`src/ic_settings.svh`:
```
// Instruction cache settings
// Word width, geometry and victim generator width shared by the
// geometry package and the RTL blocks
`ifndef IC_SETTINGS_SVH
`define IC_SETTINGS_SVH

// Word and byte address width
`define IC_XLEN      32
// Sets per way
`define IC_SETS      16
// Associativity
`define IC_WAYS      2
// Words per line, one burst
`define IC_BURST_LEN 4
// Width of the XNOR random generator
`define IC_RND_BITS  7

`endif

```
`src/ic_ctrl_pkg.sv`:
```
// Instruction cache control types
// Front-end FSM states and the outcome of a line refill

package ic_ctrl_pkg;

  // Front-end FSM
  typedef enum logic [2:0] {
    IDLE,    // Waiting for fetch or flush
    LOOKUP,  // Hit result valid this cycle
    REFILL,  // Line burst in progress
    WRITE,   // Victim way written
    FLUSH    // Walking all sets
  } ic_state_e;

  // Refill outcome
  typedef enum logic {
    OK,      // All words clean
    BUS_ERR  // At least one ack with error
  } ic_fill_status_e;

endpackage

```
`src/ic_geom_pkg.sv`:
```
// Instruction cache geometry types
// Address fields, words, lines and way masks, all derived from the
// settings macros

`include "ic_settings.svh"

package ic_geom_pkg;

  // Derived field widths
  localparam int unsigned IC_BYTE_BITS = $clog2(`IC_XLEN / 8);
  localparam int unsigned IC_OFFS_BITS = $clog2(`IC_BURST_LEN);
  localparam int unsigned IC_IDX_BITS  = $clog2(`IC_SETS);
  localparam int unsigned IC_TAG_BITS  = `IC_XLEN - IC_IDX_BITS - IC_OFFS_BITS - IC_BYTE_BITS;
  localparam int unsigned IC_LINE_BITS = `IC_XLEN * `IC_BURST_LEN;
  localparam int unsigned IC_WAY_BITS  = (`IC_WAYS > 1) ? $clog2(`IC_WAYS) : 1;

  typedef logic [`IC_XLEN-1:0]     ic_addr_t;  // Byte address
  typedef logic [`IC_XLEN-1:0]     ic_word_t;  // Instruction word
  typedef logic [IC_TAG_BITS-1:0]  ic_tag_t;   // Address bits 31:8
  typedef logic [IC_IDX_BITS-1:0]  ic_idx_t;   // Address bits 7:4
  typedef logic [IC_OFFS_BITS-1:0] ic_offs_t;  // Address bits 3:2
  typedef logic [IC_LINE_BITS-1:0] ic_line_t;  // Word 0 in low bits
  typedef logic [`IC_WAYS-1:0]     ic_way_t;   // One-hot way mask

endpackage

```
`src/ic_if.sv`:
```
// Instruction cache internal interfaces
// ic_array_if carries lookup, write and invalidate from the controller
// to tag and data storage, plus hit and word back
// ic_refill_if carries the line request to the burst engine and the
// assembled line to the controller and data array

`timescale 1ns/1ns

interface ic_array_if;
  ic_geom_pkg::ic_idx_t  idx;      // Lookup and write set
  ic_geom_pkg::ic_offs_t offs;     // Word within line
  ic_geom_pkg::ic_tag_t  tag;      // Compare and write tag
  logic                  we;       // Write refill line
  ic_geom_pkg::ic_way_t  we_way;   // Victim way, one-hot
  logic                  inv;      // Invalidate one set
  ic_geom_pkg::ic_idx_t  inv_idx;
  logic                  hit;      // Registered, cycle after lookup
  ic_geom_pkg::ic_way_t  hit_way;
  ic_geom_pkg::ic_word_t word;     // Parcel of the hit way

  modport ctrl (
    output idx, offs, tag, we, we_way, inv, inv_idx,
    input  hit, hit_way, word
  );

  modport array (
    input  idx, offs, tag, we, we_way, inv, inv_idx,
    output hit, hit_way, word
  );
endinterface

interface ic_refill_if;
  logic                         start;   // Single-cycle request
  ic_geom_pkg::ic_addr_t        addr;    // Line aligned
  logic                         done;    // Single cycle after last word
  ic_ctrl_pkg::ic_fill_status_e status;
  ic_geom_pkg::ic_line_t        line;    // Stable from done to next start

  modport ctrl   (output start, addr, input done, status);
  modport engine (input start, addr, output done, status, line);
  modport fill   (input line);
endinterface

```
`src/icache_ctrl.sv`:
```
// Instruction cache controller
// Holds the fetch address, runs the front-end FSM, picks the victim
// way from a 7-bit XNOR random generator and walks the sets on flush

`timescale 1ns/1ns
`include "ic_settings.svh"

module icache_ctrl (
  input  logic                  clk_i,
  input  logic                  rst_ni,
  input  logic                  req_i,
  input  ic_geom_pkg::ic_addr_t adr_i,
  input  logic                  flush_i,
  output ic_geom_pkg::ic_word_t parcel_o,
  output logic                  parcel_valid_o,
  output logic                  parcel_error_o,
  output logic                  flush_done_o,
  ic_array_if.ctrl              arr,
  ic_refill_if.ctrl             fill
);

  localparam int unsigned BYTE_BITS = ic_geom_pkg::IC_BYTE_BITS;
  localparam int unsigned LINE_LSB  = BYTE_BITS + ic_geom_pkg::IC_OFFS_BITS;
  localparam ic_geom_pkg::ic_idx_t LAST_IDX = ic_geom_pkg::ic_idx_t'(`IC_SETS - 1);

  ic_ctrl_pkg::ic_state_e  state_q, state_d;
  ic_geom_pkg::ic_addr_t   adr_q;        // Held fetch address
  ic_geom_pkg::ic_addr_t   look_adr;     // Address into the arrays
  ic_geom_pkg::ic_idx_t    flush_idx_q;  // Flush walker
  logic [`IC_RND_BITS-1:0] rnd_q;        // Victim generator
  logic                    fill_err;     // Refill ended with bus error

  // ----------------------------------------
  // Array and refill drive
  // ----------------------------------------
  // In IDLE the new request goes straight into the arrays
  assign look_adr = (state_q == ic_ctrl_pkg::IDLE) ? adr_i : adr_q;

  assign arr.offs    = look_adr[BYTE_BITS +: ic_geom_pkg::IC_OFFS_BITS];
  assign arr.idx     = look_adr[LINE_LSB +: ic_geom_pkg::IC_IDX_BITS];
  assign arr.tag     = look_adr[`IC_XLEN-1 -: ic_geom_pkg::IC_TAG_BITS];
  assign arr.we      = (state_q == ic_ctrl_pkg::WRITE);
  assign arr.we_way  = ic_geom_pkg::ic_way_t'(1) << rnd_q[ic_geom_pkg::IC_WAY_BITS-1:0];
  assign arr.inv     = (state_q == ic_ctrl_pkg::FLUSH);
  assign arr.inv_idx = flush_idx_q;

  assign fill.start = (state_q == ic_ctrl_pkg::LOOKUP) && !arr.hit;  // Miss
  assign fill.addr  = {adr_q[`IC_XLEN-1:LINE_LSB], {LINE_LSB{1'b0}}};

  assign fill_err = (state_q == ic_ctrl_pkg::REFILL) && fill.done &&
                    (fill.status == ic_ctrl_pkg::BUS_ERR);

  // Random generator, frozen while a line is being replaced
  always_ff @(posedge clk_i or negedge rst_ni) begin
    if (!rst_ni) begin
      rnd_q <= '0;
    end else if (state_q != ic_ctrl_pkg::REFILL && state_q != ic_ctrl_pkg::WRITE) begin
      rnd_q <= {rnd_q[`IC_RND_BITS-2:0], rnd_q[`IC_RND_BITS-1] ~^ rnd_q[`IC_RND_BITS-2]};
    end
  end

  // ----------------------------------------
  // Front-end FSM
  // ----------------------------------------
  always_comb begin
    state_d = state_q;
    unique case (state_q)
      ic_ctrl_pkg::IDLE: begin
        if (flush_i) begin
          state_d = ic_ctrl_pkg::FLUSH;
        end else if (req_i) begin
          state_d = ic_ctrl_pkg::LOOKUP;
        end
      end
      ic_ctrl_pkg::LOOKUP: state_d = arr.hit ? ic_ctrl_pkg::IDLE : ic_ctrl_pkg::REFILL;
      ic_ctrl_pkg::REFILL: begin
        if (fill.done) begin
          state_d = fill_err ? ic_ctrl_pkg::IDLE : ic_ctrl_pkg::WRITE;
        end
      end
      ic_ctrl_pkg::WRITE:  state_d = ic_ctrl_pkg::LOOKUP;  // Re-lookup hits
      ic_ctrl_pkg::FLUSH: begin
        if (flush_idx_q == LAST_IDX) state_d = ic_ctrl_pkg::IDLE;
      end
      default: state_d = ic_ctrl_pkg::IDLE;
    endcase
  end

  always_ff @(posedge clk_i or negedge rst_ni) begin
    if (!rst_ni) begin
      state_q        <= ic_ctrl_pkg::IDLE;
      flush_idx_q    <= '0;
      parcel_valid_o <= 1'b0;
      parcel_error_o <= 1'b0;
      flush_done_o   <= 1'b0;
    end else begin
      state_q        <= state_d;
      parcel_valid_o <= ((state_q == ic_ctrl_pkg::LOOKUP) && arr.hit) || fill_err;
      parcel_error_o <= fill_err;
      flush_done_o   <= (state_q == ic_ctrl_pkg::FLUSH) && (flush_idx_q == LAST_IDX);
      // Walker restarts from set 0 outside FLUSH
      flush_idx_q    <= (state_q == ic_ctrl_pkg::FLUSH) ? flush_idx_q + 1'b1 : '0;
    end
  end

  // Address and parcel payload
  always_ff @(posedge clk_i) begin
    if (state_q == ic_ctrl_pkg::IDLE && req_i) adr_q <= adr_i;
    if (state_q == ic_ctrl_pkg::LOOKUP) begin
      parcel_o <= arr.word;
    end else if (fill_err) begin
      parcel_o <= '0;  // No data on bus error
    end
  end

endmodule

```
`src/icache_data_array.sv`:
```
// Instruction cache data array
// Line storage per set and way. Each way reads its word at the lookup
// offset into a register; the registered hit way picks the parcel.
// A refill line is written into the victim way and forwarded

`timescale 1ns/1ns
`include "ic_settings.svh"

module icache_data_array (
  input  logic      clk_i,
  ic_array_if.array arr,
  ic_refill_if.fill fill
);

  ic_geom_pkg::ic_line_t line_mem [`IC_WAYS][`IC_SETS];
  ic_geom_pkg::ic_word_t rd_q     [`IC_WAYS];  // Word per way at offset

  // Line write and synchronous word read
  always_ff @(posedge clk_i) begin
    for (int w = 0; w < `IC_WAYS; w++) begin
      if (arr.we && arr.we_way[w]) begin
        line_mem[w][arr.idx] <= fill.line;
        rd_q[w] <= fill.line[arr.offs*`IC_XLEN +: `IC_XLEN];  // New line forwarded
      end else begin
        rd_q[w] <= line_mem[w][arr.idx][arr.offs*`IC_XLEN +: `IC_XLEN];
      end
    end
  end

  // One-hot mux by hit way, zero on miss
  always_comb begin
    arr.word = '0;
    for (int w = 0; w < `IC_WAYS; w++) begin
      if (arr.hit_way[w]) arr.word = arr.word | rd_q[w];
    end
  end

endmodule

```
`src/icache_refill.sv`:
```
// Instruction cache refill engine
// Pulses the bus strobe with the line address, shifts each acked word
// into the line, collects bus errors and signals done with the status
// one cycle after the final word

`timescale 1ns/1ns
`include "ic_settings.svh"

module icache_refill (
  input  logic                  clk_i,
  input  logic                  rst_ni,
  ic_refill_if.engine           fill,
  output logic                  biu_stb_o,
  output ic_geom_pkg::ic_addr_t biu_adri_o,
  input  logic                  biu_ack_i,
  input  ic_geom_pkg::ic_word_t biu_q_i,
  input  logic                  biu_err_i
);

  localparam int unsigned CNT_BITS = $clog2(`IC_BURST_LEN);
  localparam int unsigned LINE_MSB = ic_geom_pkg::IC_LINE_BITS - 1;

  logic                busy_q;    // Burst in progress
  logic [CNT_BITS-1:0] cnt_q;     // Words received
  logic                err_q;     // Error seen so far
  logic                word_ack;
  logic                last_ack;

  assign word_ack = busy_q && biu_ack_i;
  assign last_ack = word_ack && (cnt_q == CNT_BITS'(`IC_BURST_LEN - 1));

  always_ff @(posedge clk_i or negedge rst_ni) begin
    if (!rst_ni) begin
      busy_q      <= 1'b0;
      cnt_q       <= '0;
      err_q       <= 1'b0;
      biu_stb_o   <= 1'b0;
      fill.done   <= 1'b0;
      fill.status <= ic_ctrl_pkg::OK;
    end else begin
      biu_stb_o <= fill.start;  // Single-cycle request
      fill.done <= last_ack;
      if (fill.start) begin
        busy_q <= 1'b1;
        cnt_q  <= '0;
        err_q  <= 1'b0;
      end else if (word_ack) begin
        cnt_q <= cnt_q + 1'b1;
        err_q <= err_q | biu_err_i;
        if (last_ack) busy_q <= 1'b0;
      end
      if (last_ack) begin
        fill.status <= (err_q || biu_err_i) ? ic_ctrl_pkg::BUS_ERR : ic_ctrl_pkg::OK;
      end
    end
  end

  // Address and line payload
  always_ff @(posedge clk_i) begin
    if (fill.start) biu_adri_o <= fill.addr;
    // Words arrive ascending, shift down so word 0 ends in the low bits
    if (word_ack) fill.line <= {biu_q_i, fill.line[LINE_MSB:`IC_XLEN]};
  end

endmodule

```
`src/icache_tag_array.sv`:
```
// Instruction cache tag array
// Tag and valid bit per set and way, compared against the lookup tag
// with the result registered one cycle later. Invalidate clears one
// set in every way; a refill write counts as a match in its own way

`timescale 1ns/1ns
`include "ic_settings.svh"

module icache_tag_array (
  input  logic      clk_i,
  input  logic      rst_ni,
  ic_array_if.array arr
);

  ic_geom_pkg::ic_tag_t tag_mem [`IC_WAYS][`IC_SETS];  // No reset, guarded by valid
  logic [`IC_SETS-1:0]  valid_q [`IC_WAYS];
  ic_geom_pkg::ic_way_t match;                         // Per-way compare

  // Compare, way under write forwards its new tag
  always_comb begin
    for (int w = 0; w < `IC_WAYS; w++) begin
      match[w] = (arr.we && arr.we_way[w]) ||
                 (valid_q[w][arr.idx] && (tag_mem[w][arr.idx] == arr.tag));
    end
  end

  // Tag write on refill
  always_ff @(posedge clk_i) begin
    for (int w = 0; w < `IC_WAYS; w++) begin
      if (arr.we && arr.we_way[w]) tag_mem[w][arr.idx] <= arr.tag;
    end
  end

  // Valid bits, invalidate wins
  always_ff @(posedge clk_i or negedge rst_ni) begin
    if (!rst_ni) begin
      for (int w = 0; w < `IC_WAYS; w++) valid_q[w] <= '0;
    end else begin
      for (int w = 0; w < `IC_WAYS; w++) begin
        if (arr.inv) begin
          valid_q[w][arr.inv_idx] <= 1'b0;
        end else if (arr.we && arr.we_way[w]) begin
          valid_q[w][arr.idx] <= 1'b1;
        end
      end
    end
  end

  // Registered hit, one cycle after lookup
  always_ff @(posedge clk_i or negedge rst_ni) begin
    if (!rst_ni) begin
      arr.hit     <= 1'b0;
      arr.hit_way <= '0;
    end else begin
      arr.hit     <= |match;
      arr.hit_way <= match;
    end
  end

endmodule

```
`src/icache_top.sv`:
```
// Instruction cache top level
// Two-way set-associative fetch cache with plain CPU and bus ports.
// Wires the controller, tag and data arrays and refill engine

`timescale 1ns/1ns

module icache_top (
  input  logic                  clk_i,
  input  logic                  rst_ni,
  // CPU side
  input  logic                  req_i,
  input  ic_geom_pkg::ic_addr_t adr_i,
  output ic_geom_pkg::ic_word_t parcel_o,
  output logic                  parcel_valid_o,
  output logic                  parcel_error_o,
  input  logic                  flush_i,
  output logic                  flush_done_o,
  // Bus side
  output logic                  biu_stb_o,
  output ic_geom_pkg::ic_addr_t biu_adri_o,
  input  logic                  biu_ack_i,
  input  ic_geom_pkg::ic_word_t biu_q_i,
  input  logic                  biu_err_i
);

  ic_array_if  arr_if ();
  ic_refill_if fill_if ();

  // ----------------------------------------
  // Front end
  // ----------------------------------------
  icache_ctrl u_ctrl (
    .clk_i          ( clk_i          ),
    .rst_ni         ( rst_ni         ),
    .req_i          ( req_i          ),
    .adr_i          ( adr_i          ),
    .flush_i        ( flush_i        ),
    .parcel_o       ( parcel_o       ),
    .parcel_valid_o ( parcel_valid_o ),
    .parcel_error_o ( parcel_error_o ),
    .flush_done_o   ( flush_done_o   ),
    .arr            ( arr_if.ctrl    ),
    .fill           ( fill_if.ctrl   )
  );

  // ----------------------------------------
  // Storage and refill
  // ----------------------------------------
  icache_tag_array u_tag (
    .clk_i  ( clk_i        ),
    .rst_ni ( rst_ni       ),
    .arr    ( arr_if.array )
  );

  icache_data_array u_data (
    .clk_i ( clk_i        ),
    .arr   ( arr_if.array ),
    .fill  ( fill_if.fill )
  );

  icache_refill u_refill (
    .clk_i      ( clk_i          ),
    .rst_ni     ( rst_ni         ),
    .fill       ( fill_if.engine ),
    .biu_stb_o  ( biu_stb_o      ),
    .biu_adri_o ( biu_adri_o     ),
    .biu_ack_i  ( biu_ack_i      ),
    .biu_q_i    ( biu_q_i        ),
    .biu_err_i  ( biu_err_i      )
  );

endmodule

```
`config.mk`:
```
export PLATFORM = sky130hd
export DESIGN_NAME = icache_top
export DESIGN_NICKNAME = d
export VERILOG_FILES = /design/src/ic_ctrl_pkg.sv /design/src/ic_geom_pkg.sv /design/src/ic_if.sv /design/src/icache_ctrl.sv /design/src/icache_data_array.sv /design/src/icache_refill.sv /design/src/icache_tag_array.sv /design/src/icache_top.sv
export VERILOG_INCLUDE_DIRS = /design/src
export SDC_FILE = /design/constraint.sdc
export NUM_CORES = 2
export LEC_CHECK = 0
export ABC_AREA = 1
export BUFFER_PORTS_ARGS = -buffer_cell sky130_fd_sc_hd__buf_2
export CAP_MARGIN = 20
export CORE_MARGIN = 5
export CORE_UTILIZATION = 44
export CTS_CLUSTER_SIZE = 24
export DETAILED_ROUTE_END_ITERATION = 10
export PLACE_DENSITY = 0.57
export RECOVER_POWER = 100
export REMOVE_ABC_BUFFERS = 1
export SETUP_SLACK_MARGIN = 0.2
export SYNTH_ARGS = -nofsm -noshare
export SYNTH_HDL_FRONTEND = slang
export SYNTH_MEMORY_MAX_BITS = 65536
export SYNTH_SLANG_ARGS = --single-unit
```
`constraint.sdc`:
```
create_clock -name clk_i -period 10.2 [get_ports clk_i]
set_input_delay 0.51 -clock clk_i [delete_from_list [all_inputs] [get_ports clk_i]]
set_output_delay 0.51 -clock clk_i [all_outputs]
set_load 0.01 [all_outputs]
```
### Yosys cells after proc, flatten, opt, wreduce, memory -nomap -nowiden

Memory sizes are Yosys's and may differ from the RTL's.
Index checks and enable logic that the tools add are counted.

| cells by class | value |
|---|---|
| add/subtract/negate cells | 2 |
| reduce and logical (&&, ||, !) cells | 30 |
| shift operators | 4 |
| equality and inequality tests | 13 |
| mux-type cells | 61 |
| $lt $le $gt $ge | 6 |
| bitwise logic cells | 11 |

Operators with widths:

| kind | number |
|---|---|
| 2048-bit 2-to-1 mux | 2 |
| 128-bit binary-select mux with 4-bit select | 2 |
| 384-bit 2-to-1 mux | 2 |
| 128-bit 2-to-1 mux | 5 |
| 128-bit demux with 4-bit select | 1 |
| 128-bit by 8-bit indexed part select with 32-bit output | 3 |
| 32-bit 2-to-1 mux | 7 |
| 24-bit binary-select mux with 4-bit select | 2 |
| 24-bit 2-to-1 mux | 5 |
| 24-bit demux with 4-bit select | 1 |
| 16-bit 2-to-1 mux | 4 |
| 24-bit equality test | 2 |
| 16-bit bitwise AND | 2 |
| 16-bit OR | 2 |
| 32-bit OR | 1 |
| 1-bit logical AND | 16 |
| 1-bit 2-to-1 mux | 16 |
| 16-bit inverter | 1 |
| 3-bit case mux with 5 select lines | 1 |
| 3-bit 2-to-1 mux | 4 |
| 4-bit by 5-bit less-than comparator with 1-bit output, second input constant | 2 |
| 2-bit nonzero test | 5 |
| 1-bit binary-select mux with 4-bit select | 2 |
| 1-bit demux with 4-bit select | 2 |
| other kinds (25) | 37 |

| word-level totals | value |
|---|---|
| memories kept | 3 |
| register bits | 279 |
| RAM bits | 4,928 |
| logic and storage cells | 150 |

Memory list:

| name | words | bits a word | read ports | clocked after memory_dff | wr ports | line | text |
|---|---|---|---|---|---|---|---|
| u_data.line_mem | 2 | 2,048 | 2 | 0 | 2 | icache_data_array.sv:15 | `` ic_geom_pkg::ic_line_t line_mem [`IC_WAYS][`IC_SETS]; `` |
| u_tag.tag_mem | 2 | 384 | 2 | 0 | 2 | icache_tag_array.sv:15 | `` ic_geom_pkg::ic_tag_t tag_mem [`IC_WAYS][`IC_SETS]; `` |
| u_data.rd_q | 2 | 32 | 2 | 0 | 2 | icache_data_array.sv:16 | `` ic_geom_pkg::ic_word_t rd_q [`IC_WAYS]; `` |

### Logic depth before layout (Yosys ltp)

| logic depth | value |
|---|---|
| depth in word-level cells | 10 |
| depth in mapped cells | 23 |
| gate-level depth less buffers | 20 |

### Worst setup path after synthesis

No wires, ideal clock.

| timing | value |
|---|---|
| path kind | flip-flop to flip-flop |
| start | reg u_ctrl.state_q[0] |
| end | mem u_data.line_mem[0][2560] in the netlist's numbering (enable) |
| stages on the path, launching flop included | 14 |
| arrival | 8.320 ns |
| buffers on the path | 4 |
| setup time | 0.670 ns |
| setup slack | 1.209 ns |
| cell sequence | dfrtp_1 > nor2_4 > nand2_4 > nand2_2 > nand2_1 > buf_2 > nor2_4 > buf_2 > buf_2 > buf_2 > inv_2 > nor2_1 > inv_1 > nor2_1 |

RTL lines:

| what | line | text |
|---|---|---|
| start: declaration | icache_ctrl.sv:26 | `ic_ctrl_pkg::ic_state_e state_q, state_d;` |
| start signal: assignment | icache_ctrl.sv:91 | `state_q <= ic_ctrl_pkg::IDLE;` |
| start signal: assignment | icache_ctrl.sv:97 | `state_q <= state_d;` |
| end: declaration | icache_data_array.sv:15 |  |

==> results.ini <==
[power_and_ir_drop]
power_density_mw_per_mm2=318
leakage_nw=76.9
peakVddDrop_v=0.000480
p_total_mw=71.1

[timing]
finClkSkew_ns=0.0468
rsz0062_at_grt=no
fin_tns_setup_ns=0
holdWs_ns=0.181
maxSlewViolCount=1155
setup-violations-final=0
period_share=0.787
slew_headroom=-1.86
setup_ws_ns=2.17
finalHoldViolations=0
layout_min_cycle_time_ns=8.03
fmax_ghz=0.125
tightest_slew_ns=4.25

[cts]
cts_resized=0
cts_setup_buffers=0
cts_tree=built
ctsLongestPathBuffers=4
path_clk_slew_ns=0.06
clockRootBuffer=clkbuf_16
h-tree-depth=6
cts_made_buffers=553
ctsHoldBuffers=69
clock_latency_ns=1.05
cts_sinks=5205

[worst_setup_path]
critPathKind=reg2reg
critical_path_buf_inv_count=4
worst_path_max_delay_cell=clkbuf_1
path_max_fanout=38
startpoint_type=flip-flop
cp.required_ns=10.80
crit_arrival_ns=8.62
slowest_delay_ns=1.54
cp_common_cell=nand2_1
crit_family=buffers and inverters
cp-end-kind=flip-flop
worstPathCellList=nor2_1 -> nand2_1 -> clkbuf_1 -> nand2_1 -> o21ai_2 -> inv_1 -> nor2_1 -> buf_4 -> nand2_1 -> nor2_4 -> clkbuf_2

[logic_synthesis]
synth_top_cell_area_share=0.768
synth_xor_area_frac=0.0000882
synth_edf_count=5082
synthArstFlopShare=0.0113
netlist_top_cells_area=edfxtp_1 (77%), a22oi_1 (7.7%), nand2_1 (5.5%)
synth.area.mux_share=0
synth_compound_area_frac=0.111
syn_avg_cell_area_sq_um=14.4
synthFlopType=edfxtp_1
synth_area_sq_mm=0.199
synth_cell_type_count=40
yosys.area_share.simple=0.0734
synth_top_cell_by_area=edfxtp_1
synth_adder_area_share=0.000315
synth_cells=13800
yosysWarnings=0
ys_ff_latch=5205
seq_area_frac_synth=0.782
synth_top_family_by_area=compound AO/OA/AOI/OAI gates

[detailed_routing]
routed_wl_um=594000
drcViolationCount=0
first_iter_violations=14300
viasPerCell=5.91
dr.pass1.iters=8
routed-via-count=121000
final_antenna_net_count=0
wl_per_cell_um=29.0

[grt]
globalRouteOverflowTotal=0
grt_pass1_vias=116000
grt_pass1_wl_um=842000
grt_use_total=0.248
grt_max_degree=229
antenna_found_initial=13

[floorplan]
start_util=0.442
dieWidth_um=682
coreArea_sq_mm=0.449
die_h_um=682
die-area_sq_mm=0.465
rows=246
num_io_pins=138

[status]
failed_checks=capacitance limit, slew limit
outcome=complete, but fails checks

[layout]
drive_gt1_frac=0.0725
fill_cells=37900
final_core_util=0.498
final_cell_mix=edfxtp_1 (5,082), nand2_1 (2,891), a22oi_1 (2,048)
areaGrowthSynthToFinish_pct=12.6
multi_input_area_sq_mm=0.0368
ff_latch_area_sq_mm=0.155
final_nets=14200
layout_commonest_cell=edfxtp_1

[placed_design]
port_buffers=131
gp_congestion=0.767
post-place-ws_ns=4.26
dpl.hpwl_um=259000

[worst_hold_path]
min_path_type=in2reg

[job]
drv_cap=35

metrics by stage:
stage          std cells  area (sq um)
4_1_cts            20500        224000
3_5_place_dp       19400        207000
5_1_grt            20500        224000
6_report           20500        224000
3_3_place_gp       19400        206000
2_1_floorplan      13000        195000
report_power, final:
group | switching [mW] | leakage [nW] | total [mW] | internal, mW
registers | 0.645 | 47.0 | 26.1 | 25.5
logic | 18.9 | 21.5 | 25.7 | 6.84
clock network | 8.23 | 8.40 | 19.2 | 11.0
cells in the mapped netlist (3+ instances only):
library cell / instances
edfxtp_1: 5082
nor2_4: 3
nand3_1: 227
or2_2: 8
dfrtp_1: 59
buf_2: 420
a21oi_1: 1016
nor2_1: 229
nand2_2: 3
buf_4: 12
inv_1: 771
or2_0: 4
dfxtp_1: 64
inv_2: 10
nor2_2: 3
nand3b_1: 12
ha_1: 5
o21ai_0: 216
o22ai_1: 46
a22oi_1: 2048
or2_1: 28
nand2_1: 2892
clkbuf_1: 270
nand4_1: 14
o21ai_1: 14
nor3_1: 239
buf_1: 120
routing by layer:
metal | up-vias | routed length [um] | GRT usage
met5 | - | 13 | 0
met4 | 2 | 16000 | 0.0677
met3 | 898 | 48900 | 0.0315
met2 | 5648 | 281000 | 0.406
met1 | 62300 | 248000 | 0.352
li1 | 52200 | - | -
flip-flops by register name, summed over array words and instances (netlist names), 7 cells and up:
name,flops
u_data.line_mem,4096
u_tag.tag_mem,768
u_refill.fill.line,128
u_data.rd_q,64
u_ctrl.parcel_o,32
u_tag.valid_q,32
u_ctrl.adr_q,30
u_refill.biu_adri_o,28
u_ctrl.rnd_q,7
area by class of cell:
cell class              instances  share of cell area
multi-input cells            7025               0.164
clock buffers                 740              0.0672
diodes                          3           0.0000336
clock inverters               256             0.00969
well taps                    5952              0.0333
repair buffers                510              0.0174
inverters                     783              0.0134
flip-flops and latches       5205               0.695
cell families after synthesis:
kind of cell / Yosys count
DFF: 5205
and+or+nand+nor: 3666
AOI/OAI and AO/OA: 3348
buffers and inverters: 1606
adders and majority gates: 5
xor gates and xnor gates: 2
other: 1
path summary, 6_finish.rpt:
path                       cells past startpoint               from  slack (ns)                  endpoint
max                                           11  u_ctrl.state_q[0]        2.17  u_data.line_mem[0][1445]
min in group asynchronous                      3             rst_ni        1.32            u_refill.err_q
max reg2reg                                   11  u_ctrl.state_q[0]        2.17  u_data.line_mem[0][1445]
min                                            2        biu_q_i[31]        0.18   u_refill.fill.line[127]
min reg2reg                                    0   u_ctrl.adr_q[26]        0.44   u_refill.biu_adri_o[26]
max in group asynchronous                      3             rst_ni        6.30      u_tag.arr.hit_way[1]
Note: power is estimated with default switching activity, not from simulation.
